## src/source/pool_pkg.sv

```systemverilog
`default_nettype none

package pool_pkg;

    // ==============================
    // Widths
    // ==============================

    // Point, neighbor and memory index
    localparam int IDX_WIDTH  = 16;
    // One activation
    localparam int ACT_WIDTH  = 8;
    // Activations per feature word
    localparam int POOL_LANES = 4;
    // Neighbor slots in one map word
    localparam int K_MAX      = 8;
    // Neighbor count field, holds 1 to K_MAX
    localparam int K_WIDTH    = 4;
    // Channel-group field
    localparam int GRP_WIDTH  = 8;

    localparam int FEAT_WIDTH = POOL_LANES * ACT_WIDTH;
    localparam int MAP_WIDTH  = K_MAX * IDX_WIDTH;

    // ==============================
    // Types
    // ==============================

    typedef logic [IDX_WIDTH-1:0]  idx_t;
    typedef logic [ACT_WIDTH-1:0]  act_t;
    // Lane n at bits n*ACT_WIDTH
    typedef logic [FEAT_WIDTH-1:0] feat_t;
    // Neighbor i at bits i*IDX_WIDTH
    typedef logic [MAP_WIDTH-1:0]  map_word_t;
    typedef logic [K_WIDTH-1:0]    k_t;
    typedef logic [GRP_WIDTH-1:0]  grp_t;

    // Controller FSM
    typedef enum logic [1:0] {
        IDLE,
        MAP_REQ,
        MAP_WAIT,
        ISSUE
    } ctrl_state_t;

endpackage

`default_nettype wire

```

## src/source/pool_map_if.sv

```systemverilog
`default_nettype none

// One core's path to the shared neighbor map
interface pool_map_if;
    import pool_pkg::*;

    // Request side, held until grant
    logic      req;
    idx_t      addr;
    // Accept strobe from the arbiter
    logic      grant;
    // One response pulse per grant
    logic      rsp_valid;
    map_word_t rsp_data;

    modport core (
        output req,
        output addr,
        input  grant,
        input  rsp_valid,
        input  rsp_data
    );

    modport arb (
        input  req,
        input  addr,
        output grant,
        output rsp_valid,
        output rsp_data
    );

endinterface

`default_nettype wire

```

## src/source/pool_core.sv

```systemverilog
`default_nettype none

module pool_core (
    input  logic            clk,
    input  logic            rst_n,
    input  logic            cfg_valid,
    output logic            cfg_ready,
    input  pool_pkg::k_t    cfg_k,
    input  pool_pkg::idx_t  cfg_nip,
    input  pool_pkg::grp_t  cfg_chn_grp,
    input  pool_pkg::idx_t  cfg_map_base,
    input  pool_pkg::idx_t  cfg_out_base,
    pool_map_if.core        map,
    output pool_pkg::idx_t  ofm_rd_addr,
    output logic            ofm_rd_addr_valid,
    input  logic            ofm_rd_addr_ready,
    input  pool_pkg::feat_t ofm_rd_data,
    input  logic            ofm_rd_valid,
    output logic            ofm_rd_ready,
    output pool_pkg::idx_t  ofm_wr_addr,
    output pool_pkg::feat_t ofm_wr_data,
    output logic            ofm_wr_valid,
    input  logic            ofm_wr_ready
);
    import pool_pkg::*;

    // Job parameters for the lanes
    k_t   k;
    idx_t result_total;
    idx_t out_base;
    // Last write accepted
    logic done;

    pool_core_ctrl u_ctrl (
        .clk           (clk),
        .rst_n         (rst_n),
        .cfg_valid     (cfg_valid),
        .cfg_ready     (cfg_ready),
        .cfg_k         (cfg_k),
        .cfg_nip       (cfg_nip),
        .cfg_chn_grp   (cfg_chn_grp),
        .cfg_map_base  (cfg_map_base),
        .cfg_out_base  (cfg_out_base),
        .map           (map),
        .rd_addr       (ofm_rd_addr),
        .rd_addr_valid (ofm_rd_addr_valid),
        .rd_addr_ready (ofm_rd_addr_ready),
        .k             (k),
        .result_total  (result_total),
        .out_base      (out_base),
        .done          (done)
    );

    pool_max_lanes u_lanes (
        .clk          (clk),
        .rst_n        (rst_n),
        .k            (k),
        .result_total (result_total),
        .out_base     (out_base),
        .rd_data      (ofm_rd_data),
        .rd_valid     (ofm_rd_valid),
        .rd_ready     (ofm_rd_ready),
        .wr_addr      (ofm_wr_addr),
        .wr_data      (ofm_wr_data),
        .wr_valid     (ofm_wr_valid),
        .wr_ready     (ofm_wr_ready),
        .done         (done)
    );

endmodule

`default_nettype wire

```

## src/source/pool_core_ctrl.sv

```systemverilog
`default_nettype none

module pool_core_ctrl (
    input  logic           clk,
    input  logic           rst_n,
    input  logic           cfg_valid,
    output logic           cfg_ready,
    input  pool_pkg::k_t   cfg_k,
    input  pool_pkg::idx_t cfg_nip,
    input  pool_pkg::grp_t cfg_chn_grp,
    input  pool_pkg::idx_t cfg_map_base,
    input  pool_pkg::idx_t cfg_out_base,
    pool_map_if.core       map,
    output pool_pkg::idx_t rd_addr,
    output logic           rd_addr_valid,
    input  logic           rd_addr_ready,
    output pool_pkg::k_t   k,
    output pool_pkg::idx_t result_total,
    output pool_pkg::idx_t out_base,
    input  logic           done
);
    import pool_pkg::*;

    ctrl_state_t state;
    ctrl_state_t next_state;
    logic        busy;

    // Latched job
    k_t          k_q;
    idx_t        nip_q;
    grp_t        grp_q;
    idx_t        map_base_q;
    idx_t        out_base_q;
    idx_t        total_q;
    map_word_t   map_q;

    // Loop counters, point > group > neighbor
    k_t          nb_cnt;
    grp_t        grp_cnt;
    idx_t        pt_cnt;

    idx_t        nb_idx;
    logic        cfg_hs;
    logic        rd_hs;
    logic        last_nb;
    logic        last_grp;
    logic        last_pt;

    // ==============================
    // Handshakes and decode
    // ==============================
    // Ready only when idle and the lanes have drained
    assign cfg_ready     = (state == IDLE) && !busy;
    assign cfg_hs        = cfg_valid && cfg_ready;
    assign rd_addr_valid = (state == ISSUE);
    assign rd_hs         = rd_addr_valid && rd_addr_ready;

    assign last_nb  = (nb_cnt == k_q - 1'b1);
    assign last_grp = (grp_cnt == grp_q - 1'b1);
    assign last_pt  = (pt_cnt == nip_q - 1'b1);

    // Map word for the current point
    assign map.req  = (state == MAP_REQ);
    assign map.addr = map_base_q + pt_cnt;

    // Unpack neighbor, index * groups + group
    assign nb_idx  = map_q[nb_cnt*IDX_WIDTH +: IDX_WIDTH];
    assign rd_addr = idx_t'(nb_idx * grp_q) + idx_t'(grp_cnt);

    // To the max lanes
    assign k            = k_q;
    assign result_total = total_q;
    assign out_base     = out_base_q;

    // ==============================
    // FSM
    // ==============================
    always_comb begin
        next_state = state;
        case (state)
            IDLE:     if (cfg_hs) next_state = MAP_REQ;
            MAP_REQ:  if (map.grant) next_state = MAP_WAIT;
            MAP_WAIT: if (map.rsp_valid) next_state = ISSUE;
            ISSUE: begin
                // End of one point
                if (rd_hs && last_nb && last_grp) begin
                    next_state = last_pt ? IDLE : MAP_REQ;
                end
            end
            default:  next_state = IDLE;
        endcase
    end

    always_ff @(posedge clk or negedge rst_n) begin
        if (!rst_n) begin
            state   <= IDLE;
            busy    <= 1'b0;
            nb_cnt  <= '0;
            grp_cnt <= '0;
            pt_cnt  <= '0;
        end else begin
            state <= next_state;
            // Job open until the last write is taken
            if (cfg_hs) begin
                busy <= 1'b1;
            end else if (done) begin
                busy <= 1'b0;
            end
            if (cfg_hs) begin
                nb_cnt  <= '0;
                grp_cnt <= '0;
                pt_cnt  <= '0;
            end else if (rd_hs) begin
                if (last_nb) begin
                    nb_cnt <= '0;
                    if (last_grp) begin
                        grp_cnt <= '0;
                        pt_cnt  <= pt_cnt + 1'b1;
                    end else begin
                        grp_cnt <= grp_cnt + 1'b1;
                    end
                end else begin
                    nb_cnt <= nb_cnt + 1'b1;
                end
            end
        end
    end

    // Config and map word capture
    always_ff @(posedge clk) begin
        if (cfg_hs) begin
            k_q        <= cfg_k;
            nip_q      <= cfg_nip;
            grp_q      <= cfg_chn_grp;
            map_base_q <= cfg_map_base;
            out_base_q <= cfg_out_base;
            total_q    <= idx_t'(cfg_nip * cfg_chn_grp);
        end
        if (map.rsp_valid) begin
            map_q <= map.rsp_data;
        end
    end

endmodule

`default_nettype wire

```

## src/source/pool_map_arbiter.sv

```systemverilog
`default_nettype none

module pool_map_arbiter #(
    parameter int POOL_CORE = 2
) (
    input  logic                clk,
    input  logic                rst_n,
    pool_map_if.arb             map [POOL_CORE],
    output pool_pkg::idx_t      map_addr,
    output logic                map_addr_valid,
    input  logic                map_addr_ready,
    input  logic                map_rsp_valid,
    input  pool_pkg::map_word_t map_rsp_data
);
    import pool_pkg::*;

    // Owner select width, at least one bit
    localparam int SEL_WIDTH = (POOL_CORE > 1) ? $clog2(POOL_CORE) : 1;

    logic [POOL_CORE-1:0] req_vec;
    idx_t                 req_addr [POOL_CORE];
    logic [SEL_WIDTH-1:0] prio_sel;
    logic [SEL_WIDTH-1:0] sel;
    logic [SEL_WIDTH-1:0] lock_sel;
    logic                 locked;
    logic [SEL_WIDTH-1:0] owner;
    logic                 outstanding;
    logic                 addr_hs;

    // ==============================
    // Per-core fan in / fan out
    // ==============================
    for (genvar i = 0; i < POOL_CORE; i++) begin : g_port
        assign req_vec[i]       = map[i].req;
        assign req_addr[i]      = map[i].addr;
        assign map[i].grant     = addr_hs && (sel == SEL_WIDTH'(i));
        // Response goes only to the registered owner
        assign map[i].rsp_valid = map_rsp_valid && outstanding && (owner == SEL_WIDTH'(i));
        assign map[i].rsp_data  = map_rsp_data;
    end

    // Priority encoder, lowest index wins
    always_comb begin
        prio_sel = '0;
        for (int i = POOL_CORE - 1; i >= 0; i--) begin
            if (req_vec[i]) begin
                prio_sel = SEL_WIDTH'(i);
            end
        end
    end

    // Keep the address stable while stalled by the map port
    assign sel            = locked ? lock_sel : prio_sel;
    assign map_addr_valid = (|req_vec) && !outstanding;
    assign map_addr       = req_addr[sel];
    assign addr_hs        = map_addr_valid && map_addr_ready;

    always_ff @(posedge clk or negedge rst_n) begin
        if (!rst_n) begin
            outstanding <= 1'b0;
            owner       <= '0;
            locked      <= 1'b0;
            lock_sel    <= '0;
        end else begin
            // Single read in flight
            if (addr_hs) begin
                outstanding <= 1'b1;
                owner       <= sel;
            end else if (map_rsp_valid) begin
                outstanding <= 1'b0;
            end
            locked   <= map_addr_valid && !map_addr_ready;
            lock_sel <= sel;
        end
    end

endmodule

`default_nettype wire

```

## src/source/pool_max_lanes.sv

```systemverilog
`default_nettype none

module pool_max_lanes (
    input  logic            clk,
    input  logic            rst_n,
    input  pool_pkg::k_t    k,
    input  pool_pkg::idx_t  result_total,
    input  pool_pkg::idx_t  out_base,
    input  pool_pkg::feat_t rd_data,
    input  logic            rd_valid,
    output logic            rd_ready,
    output pool_pkg::idx_t  wr_addr,
    output pool_pkg::feat_t wr_data,
    output logic            wr_valid,
    input  logic            wr_ready,
    output logic            done
);
    import pool_pkg::*;

    k_t   word_cnt;
    idx_t res_cnt;
    logic rd_hs;
    logic wr_hs;
    logic first_word;
    logic last_word;
    logic last_res;

    // Stall reads while a result waits, unless it leaves this cycle
    assign rd_ready   = !wr_valid || wr_ready;
    assign rd_hs      = rd_valid && rd_ready;
    assign wr_hs      = wr_valid && wr_ready;
    assign first_word = (word_cnt == '0);
    assign last_word  = (word_cnt == k - 1'b1);
    assign last_res   = (res_cnt == result_total - 1'b1);

    // Sequential output address
    assign wr_addr = out_base + res_cnt;
    assign done    = wr_hs && last_res;

    // ==============================
    // Lane compare
    // ==============================
    for (genvar lane = 0; lane < POOL_LANES; lane++) begin : g_lane
        act_t lane_in;
        act_t max_q;

        assign lane_in = rd_data[lane*ACT_WIDTH +: ACT_WIDTH];

        // First word loads, later words keep the larger (unsigned)
        always_ff @(posedge clk) begin
            if (rd_hs) begin
                max_q <= (first_word || (lane_in > max_q)) ? lane_in : max_q;
            end
        end

        assign wr_data[lane*ACT_WIDTH +: ACT_WIDTH] = max_q;
    end

    always_ff @(posedge clk or negedge rst_n) begin
        if (!rst_n) begin
            word_cnt <= '0;
            res_cnt  <= '0;
            wr_valid <= 1'b0;
        end else begin
            // Words of the current group
            if (rd_hs) begin
                word_cnt <= last_word ? '0 : word_cnt + 1'b1;
            end
            // Result held until written
            if (rd_hs && last_word) begin
                wr_valid <= 1'b1;
            end else if (wr_hs) begin
                wr_valid <= 1'b0;
            end
            // Wraps for the next job
            if (wr_hs) begin
                res_cnt <= last_res ? '0 : res_cnt + 1'b1;
            end
        end
    end

endmodule

`default_nettype wire

```

## src/source/pool_top.sv

```systemverilog
`default_nettype none

module pool_top #(
    parameter int POOL_CORE = 2
) (
    input  logic                                            clk,
    input  logic                                            rst_n,

    // Per-core configuration
    input  logic [POOL_CORE-1:0]                            cfg_valid,
    output logic [POOL_CORE-1:0]                            cfg_ready,
    input  logic [POOL_CORE*pool_pkg::K_WIDTH-1:0]          cfg_k,
    input  logic [POOL_CORE*pool_pkg::IDX_WIDTH-1:0]        cfg_nip,
    input  logic [POOL_CORE*pool_pkg::GRP_WIDTH-1:0]        cfg_chn_grp,
    input  logic [POOL_CORE*pool_pkg::IDX_WIDTH-1:0]        cfg_map_base,
    input  logic [POOL_CORE*pool_pkg::IDX_WIDTH-1:0]        cfg_out_base,

    // Shared map read port
    output pool_pkg::idx_t                                  map_addr,
    output logic                                            map_addr_valid,
    input  logic                                            map_addr_ready,
    input  logic                                            map_rsp_valid,
    input  pool_pkg::map_word_t                             map_rsp_data,

    // Per-core feature reads
    output logic [POOL_CORE*pool_pkg::IDX_WIDTH-1:0]        ofm_rd_addr,
    output logic [POOL_CORE-1:0]                            ofm_rd_addr_valid,
    input  logic [POOL_CORE-1:0]                            ofm_rd_addr_ready,
    input  logic [POOL_CORE*pool_pkg::FEAT_WIDTH-1:0]       ofm_rd_data,
    input  logic [POOL_CORE-1:0]                            ofm_rd_valid,
    output logic [POOL_CORE-1:0]                            ofm_rd_ready,

    // Per-core result writes
    output logic [POOL_CORE*pool_pkg::IDX_WIDTH-1:0]        ofm_wr_addr,
    output logic [POOL_CORE*pool_pkg::FEAT_WIDTH-1:0]       ofm_wr_data,
    output logic [POOL_CORE-1:0]                            ofm_wr_valid,
    input  logic [POOL_CORE-1:0]                            ofm_wr_ready
);
    import pool_pkg::*;

    // One map link per core
    pool_map_if map_if [POOL_CORE] ();

    // ==============================
    // Cores
    // ==============================
    for (genvar c = 0; c < POOL_CORE; c++) begin : g_core
        pool_core u_core (
            .clk               (clk),
            .rst_n             (rst_n),
            .cfg_valid         (cfg_valid[c]),
            .cfg_ready         (cfg_ready[c]),
            .cfg_k             (cfg_k[c*K_WIDTH +: K_WIDTH]),
            .cfg_nip           (cfg_nip[c*IDX_WIDTH +: IDX_WIDTH]),
            .cfg_chn_grp       (cfg_chn_grp[c*GRP_WIDTH +: GRP_WIDTH]),
            .cfg_map_base      (cfg_map_base[c*IDX_WIDTH +: IDX_WIDTH]),
            .cfg_out_base      (cfg_out_base[c*IDX_WIDTH +: IDX_WIDTH]),
            .map               (map_if[c]),
            .ofm_rd_addr       (ofm_rd_addr[c*IDX_WIDTH +: IDX_WIDTH]),
            .ofm_rd_addr_valid (ofm_rd_addr_valid[c]),
            .ofm_rd_addr_ready (ofm_rd_addr_ready[c]),
            .ofm_rd_data       (ofm_rd_data[c*FEAT_WIDTH +: FEAT_WIDTH]),
            .ofm_rd_valid      (ofm_rd_valid[c]),
            .ofm_rd_ready      (ofm_rd_ready[c]),
            .ofm_wr_addr       (ofm_wr_addr[c*IDX_WIDTH +: IDX_WIDTH]),
            .ofm_wr_data       (ofm_wr_data[c*FEAT_WIDTH +: FEAT_WIDTH]),
            .ofm_wr_valid      (ofm_wr_valid[c]),
            .ofm_wr_ready      (ofm_wr_ready[c])
        );
    end

    // Map port sharing
    pool_map_arbiter #(
        .POOL_CORE (POOL_CORE)
    ) u_arbiter (
        .clk            (clk),
        .rst_n          (rst_n),
        .map            (map_if),
        .map_addr       (map_addr),
        .map_addr_valid (map_addr_valid),
        .map_addr_ready (map_addr_ready),
        .map_rsp_valid  (map_rsp_valid),
        .map_rsp_data   (map_rsp_data)
    );

endmodule

`default_nettype wire
```

## config.mk

```make
export PLATFORM = sky130hd
export DESIGN_NAME = pool_top
export DESIGN_NICKNAME = d
export VERILOG_FILES = /design/src/source/pool_pkg.sv /design/src/source/pool_map_if.sv /design/src/source/pool_core.sv /design/src/source/pool_core_ctrl.sv /design/src/source/pool_map_arbiter.sv /design/src/source/pool_max_lanes.sv /design/src/source/pool_top.sv
export SDC_FILE = /design/constraint.sdc
export NUM_CORES = 2
export LEC_CHECK = 0
export ABC_AREA = 1
export BUFFER_PORTS_ARGS = -buffer_cell sky130_fd_sc_hd__buf_2
export CAP_MARGIN = 20
export CORE_ASPECT_RATIO = 0.6
export CORE_MARGIN = 2
export CORE_UTILIZATION = 35
export DETAILED_ROUTE_END_ITERATION = 6
export HOLD_SLACK_MARGIN = 0.03
export PLACE_DENSITY_LB_ADDON = 0.05
export REMOVE_ABC_BUFFERS = 1
export SYNTH_ARGS = -nofsm -noshare
export SYNTH_HDL_FRONTEND = slang
export SYNTH_HIERARCHICAL = 1
export SYNTH_SLANG_ARGS = --single-unit
export TNS_END_PERCENT = 5
```

## constraint.sdc

```tcl
create_clock -name clk -period 14.7 [get_ports clk]
set_input_delay 0.735 -clock clk [delete_from_list [all_inputs] [get_ports clk]]
set_output_delay 0.735 -clock clk [all_outputs]
set_load 0.01 [all_outputs]
```

==> summary.md <==
| Metric | Value |
|---|---|
| Total number of vias | `33037` |
| Gpl congestion | `0.8558` |
| Post-synth EDFFs | `472` |
| Reg-to-reg slack, setup | `11190 ps` |
| Power density over cell area | `191.8 nW/um2` |
| PostCTS Resize Cnt | `0` |
| Critical-path maximum fanout | `45` |
| Pwr Total | `9.493 mW` |
| Distinct cells, synth | `60` |
| Total Neg Setup Slack | `0 ps` |
| GRT Overall Usage | `roughly 21%` |
| Leakage power | `23.56 nW` |
| CTS sink count | `580` |
| TritonRoute pass-1 iters | `5` |
| Place WS | `7495 ps` |
| Core area | `128600 um2` |
| Commonest non-fill, non-tap cell in the layout | `nand2_1` |
| Slew HR | `approximately a third` |
| Die width | `468.0 um` |
| Max Cap Viol | `0` |
| Fin area | `49510 um2` |
| Max-slew violations | `0` |
| YS warnings | `6` |
| Synth Cell Area | `between 40000 and 50000 um2` |
| Cts hold-fix bufs | `0` |
| First DRT Iteration DRCs | `about 2400` |
| Vias in the first global route | `around 32000` |
| Fin. Hold Viols | `0` |
| Nets | `slightly above 6000` |
| Most frequent cells in the layout | `nand2_1, inv_1, buf_2, edfxtp_1, nor2_1` |
| Crit Reg-Reg Startpoint | `g_core[1].u_core/u_ctrl/nb_cnt[2]` |
| Grt ovf | `0` |
| Final wirelength | `approximately 140 mm` |
| Setup crit start kind | `flop` |
| Setup bufs post-CTS | `0` |
| Vias per cell | `4.681` |
| Clock Path Buffers | `3` |
| Max Freq | `approximately 0.13 GHz` |
| CP arrival | `7240 ps` |
| Starting Density | `35.14%` |
| FF+latch area | `16880 um2` |
| CTS H-tree depth | `3` |
| Post-route setup slack | `just under 7000 ps` |
| CTS clk-pin slew, worst paths | `about 60 ps` |
| Row Count | `102` |
| Outcome | `finished clean` |
| DRC | `0` |
| Final setup vio count | `0` |
| TritonCTS clock tree | `built` |
| Root buf cell | `clkbuf_16` |
| Port bufs | `476` |
| Total CTS buffers | `68` |
| Maximum vdd drop | `0.6553 mV` |
| Worst path cell trace | `inv_2 -> buf_4 -> o21ai_0 -> o221ai_1 -> nand3_1 -> inv_1 -> nand2_1 -> fa_1 -> fa_1 -> inv_1 -> fa_1 -> inv_1 -> fa_1 -> inv_1 -> ha_1 -> a21oi_1 -> o21ai_0 -> a21oi_1 -> o21ai_0 -> a21oi_1 -> nor2_1 -> nor2_1 -> xnor2_1 -> buf_2` |
| Final critical-path required period | `7974 ps` |
| Flops & latches, synth | `580` |
| Syn avg cell area | `8.849 um2` |
| Seq/Total Area, Yosys | `between 30% and 40%` |
| Inst Count DP | `6929` |
| Slowest-stage cell, CP | `nand3_1` |
| First-pass GRT wire length | `205.0 mm` |
| HP Class | `in -> async` |
| Post-layout util | `38.48%` |
| Share of layout cells above drive strength 1 | `13.63%` |
| RSZ-0062 raised after global routing | `false` |
| Post-synth ARST share | `about a fifth` |
| Area Growth Syn to Fin | `9.507%` |
| Crit path required time | `13970 ps` |
| R2R depth | `11` |
| Hold WS | `60.78 ps` |
| Die height | `282.4 um` |
| Initial antenna violation count | `29` |
| Antenna Nets Post-Route | `0` |
| IO Count | `477` |
| Post-Layout Cell Count | `roughly 7000` |
| Crit. End Element | `output port` |
| Slowest stage delay, CP | `~660 ps` |
| R2r endpoint | `g_core[1].u_core/u_ctrl/pt_cnt[6]` |
| WL/cell | `a little under 20 um` |
| Final HPWL DP | `105.1 mm` |
| Fillers | `13173` |
| Skew-Pair Late Insertion Delay | `680 ps` |
| Die ar. | `132200 um2` |
| Worst Skew | `approximately 52 ps` |
| Mapped Cells | `5109` |
| Worst Setup Path Type | `reg -> out` |
| Multi-input gate area | `22250 um2` |
| Slew @ Worst Pin | `between 900 and 1000 ps` |
| DP Area | `~47000 um2` |
| Synth Flop Type | `edfxtp_1` |
| Largest net degree at the start of global routing | `70` |
| Crit share post-route | `54.25%` |
-- synth_stat cells (all sizes together), types with 17 or more instances --
| master | n | share of area (%) |
|---|---|---|
| nand3b | 17 | 0.31 |
| nand2 | 1021 | 8.6 |
| edfxtp | 472 | 31 |
| o31ai | 20 | 0.33 |
| clkbuf | 69 | 0.58 |
| o221ai | 32 | 0.62 |
| a21oi | 173 | 1.9 |
| xnor2 | 105 | 2.0 |
| o21ai | 183 | 2.0 |
| inv | 917 | 7.6 |
| nand3 | 292 | 3.7 |
| dfrtp | 108 | 6.0 |
| buf | 325 | 5.3 |
| nand4 | 70 | 0.97 |
| xor2 | 189 | 3.7 |
| nor2 | 446 | 4.0 |
| nor3 | 58 | 0.70 |
| fa | 258 | 11 |
| ha | 268 | 7.4 |
-- worst max-delay path, delay by kind of cell (launching register included) --
kind | cells | cell delay (ps)
adder cells (fa/ha/maj) | 5 | 2480
AND/OR/NAND/NOR | 4 | 910
flip-flops | 1 | 400
AO/OA/AOI/OAI | 7 | 1190
XOR/XNOR | 1 | 120
buffers and inverters | 7 | 1380
-- state kept, by name (all words and copies together) (netlist names), 2 cells and up --
name / flops
g_core.u_core/u_ctrl/nb_cnt: 8
g_core.u_core/u_ctrl/map_base_q: 32
g_core.u_core/u_ctrl/result_total: 32
g_core.u_core/u_lanes/wr_valid: 2
g_core.u_core/u_lanes/word_cnt: 8
g_core.u_core/u_ctrl/grp_q: 16
g_core.u_core/u_ctrl/map_q: 256
g_core.u_core/u_ctrl/grp_cnt: 16
g_core.u_core/u_ctrl/state: 4
g_core.u_core/u_ctrl/k: 8
g_core.u_core/u_ctrl/busy: 2
g_core.u_core/u_ctrl/out_base: 32
g_core.u_core/u_lanes/g_lane.max_q: 64
g_core.u_core/u_ctrl/nip_q: 32
g_core.u_core/u_lanes/res_cnt: 32
g_core.u_core/u_ctrl/pt_cnt: 32
-- report_power, final --
part / switching (mW) / internal [mW] / total, mW
clock: 0.765 / 0.943 / 1.71
sequential: 0.0700 / 1.95 / 2.02
combinational: 3.55 / 2.21 / 5.76
total: 4.38 / 5.11 / 9.49
-- kinds of logic after synthesis --
logic type                 count (synthesis)  share of synthesized area (%)
AOI/OAI and AO/OA                        449                          5.599
xor gates and xnor gates                 297                          5.878
adders and majority gates                526                          18.84
buffers and inverters                   1316                          13.50
DFF                                      580                          37.33
and+or+nand+nor                         1941                          18.85
-- worst max path at each step --
| stage | cells past startpoint | slack [ps] | start | endpoint |
|---|---|---|---|---|
| 3_5_place_dp | 24 | 7490 | g_core[0].u_core/u_ctrl/nb_cnt[0] | ofm_rd_addr[14] |
| 4_1_cts | 24 | 6730 | g_core[0].u_core/u_ctrl/nb_cnt[0] | ofm_rd_addr[14] |
| 2_1_floorplan | 7 | 7340 | map_rsp_valid | g_core[0].u_core/u_ctrl/state[0] |
| 3_3_place_gp | 24 | 7470 | g_core[0].u_core/u_ctrl/nb_cnt[0] | ofm_rd_addr[14] |
| 6_report | 24 | 6730 | g_core[0].u_core/u_ctrl/nb_cnt[0] | ofm_rd_addr[14] |
| 5_1_grt | 24 | 6130 | g_core[0].u_core/u_ctrl/nb_cnt[0] | ofm_rd_addr[14] |
-- routing by layer --
metal	vias up	track usage [%]	wire length [um]
li1	16386	-	-
met1	15784	32.47	71880
met2	726	29.25	55620
met3	129	3.695	7156
met4	12	3.479	1841
met5	-	0	60
-- final cells by class --
class / instances / area share (%)
multi-input cells: 3213 / 44.93
flip-flops and latches: 580 / 34.09
inverters: 922 / 7.011
repair buffers: 498 / 5.158
well taps: 1716 / 4.337
clock buffers: 89 / 3.761
clock inverters: 31 / 0.6647
diodes: 8 / 0.04044
No activity file was read; power rests on OpenSTA's default activity.
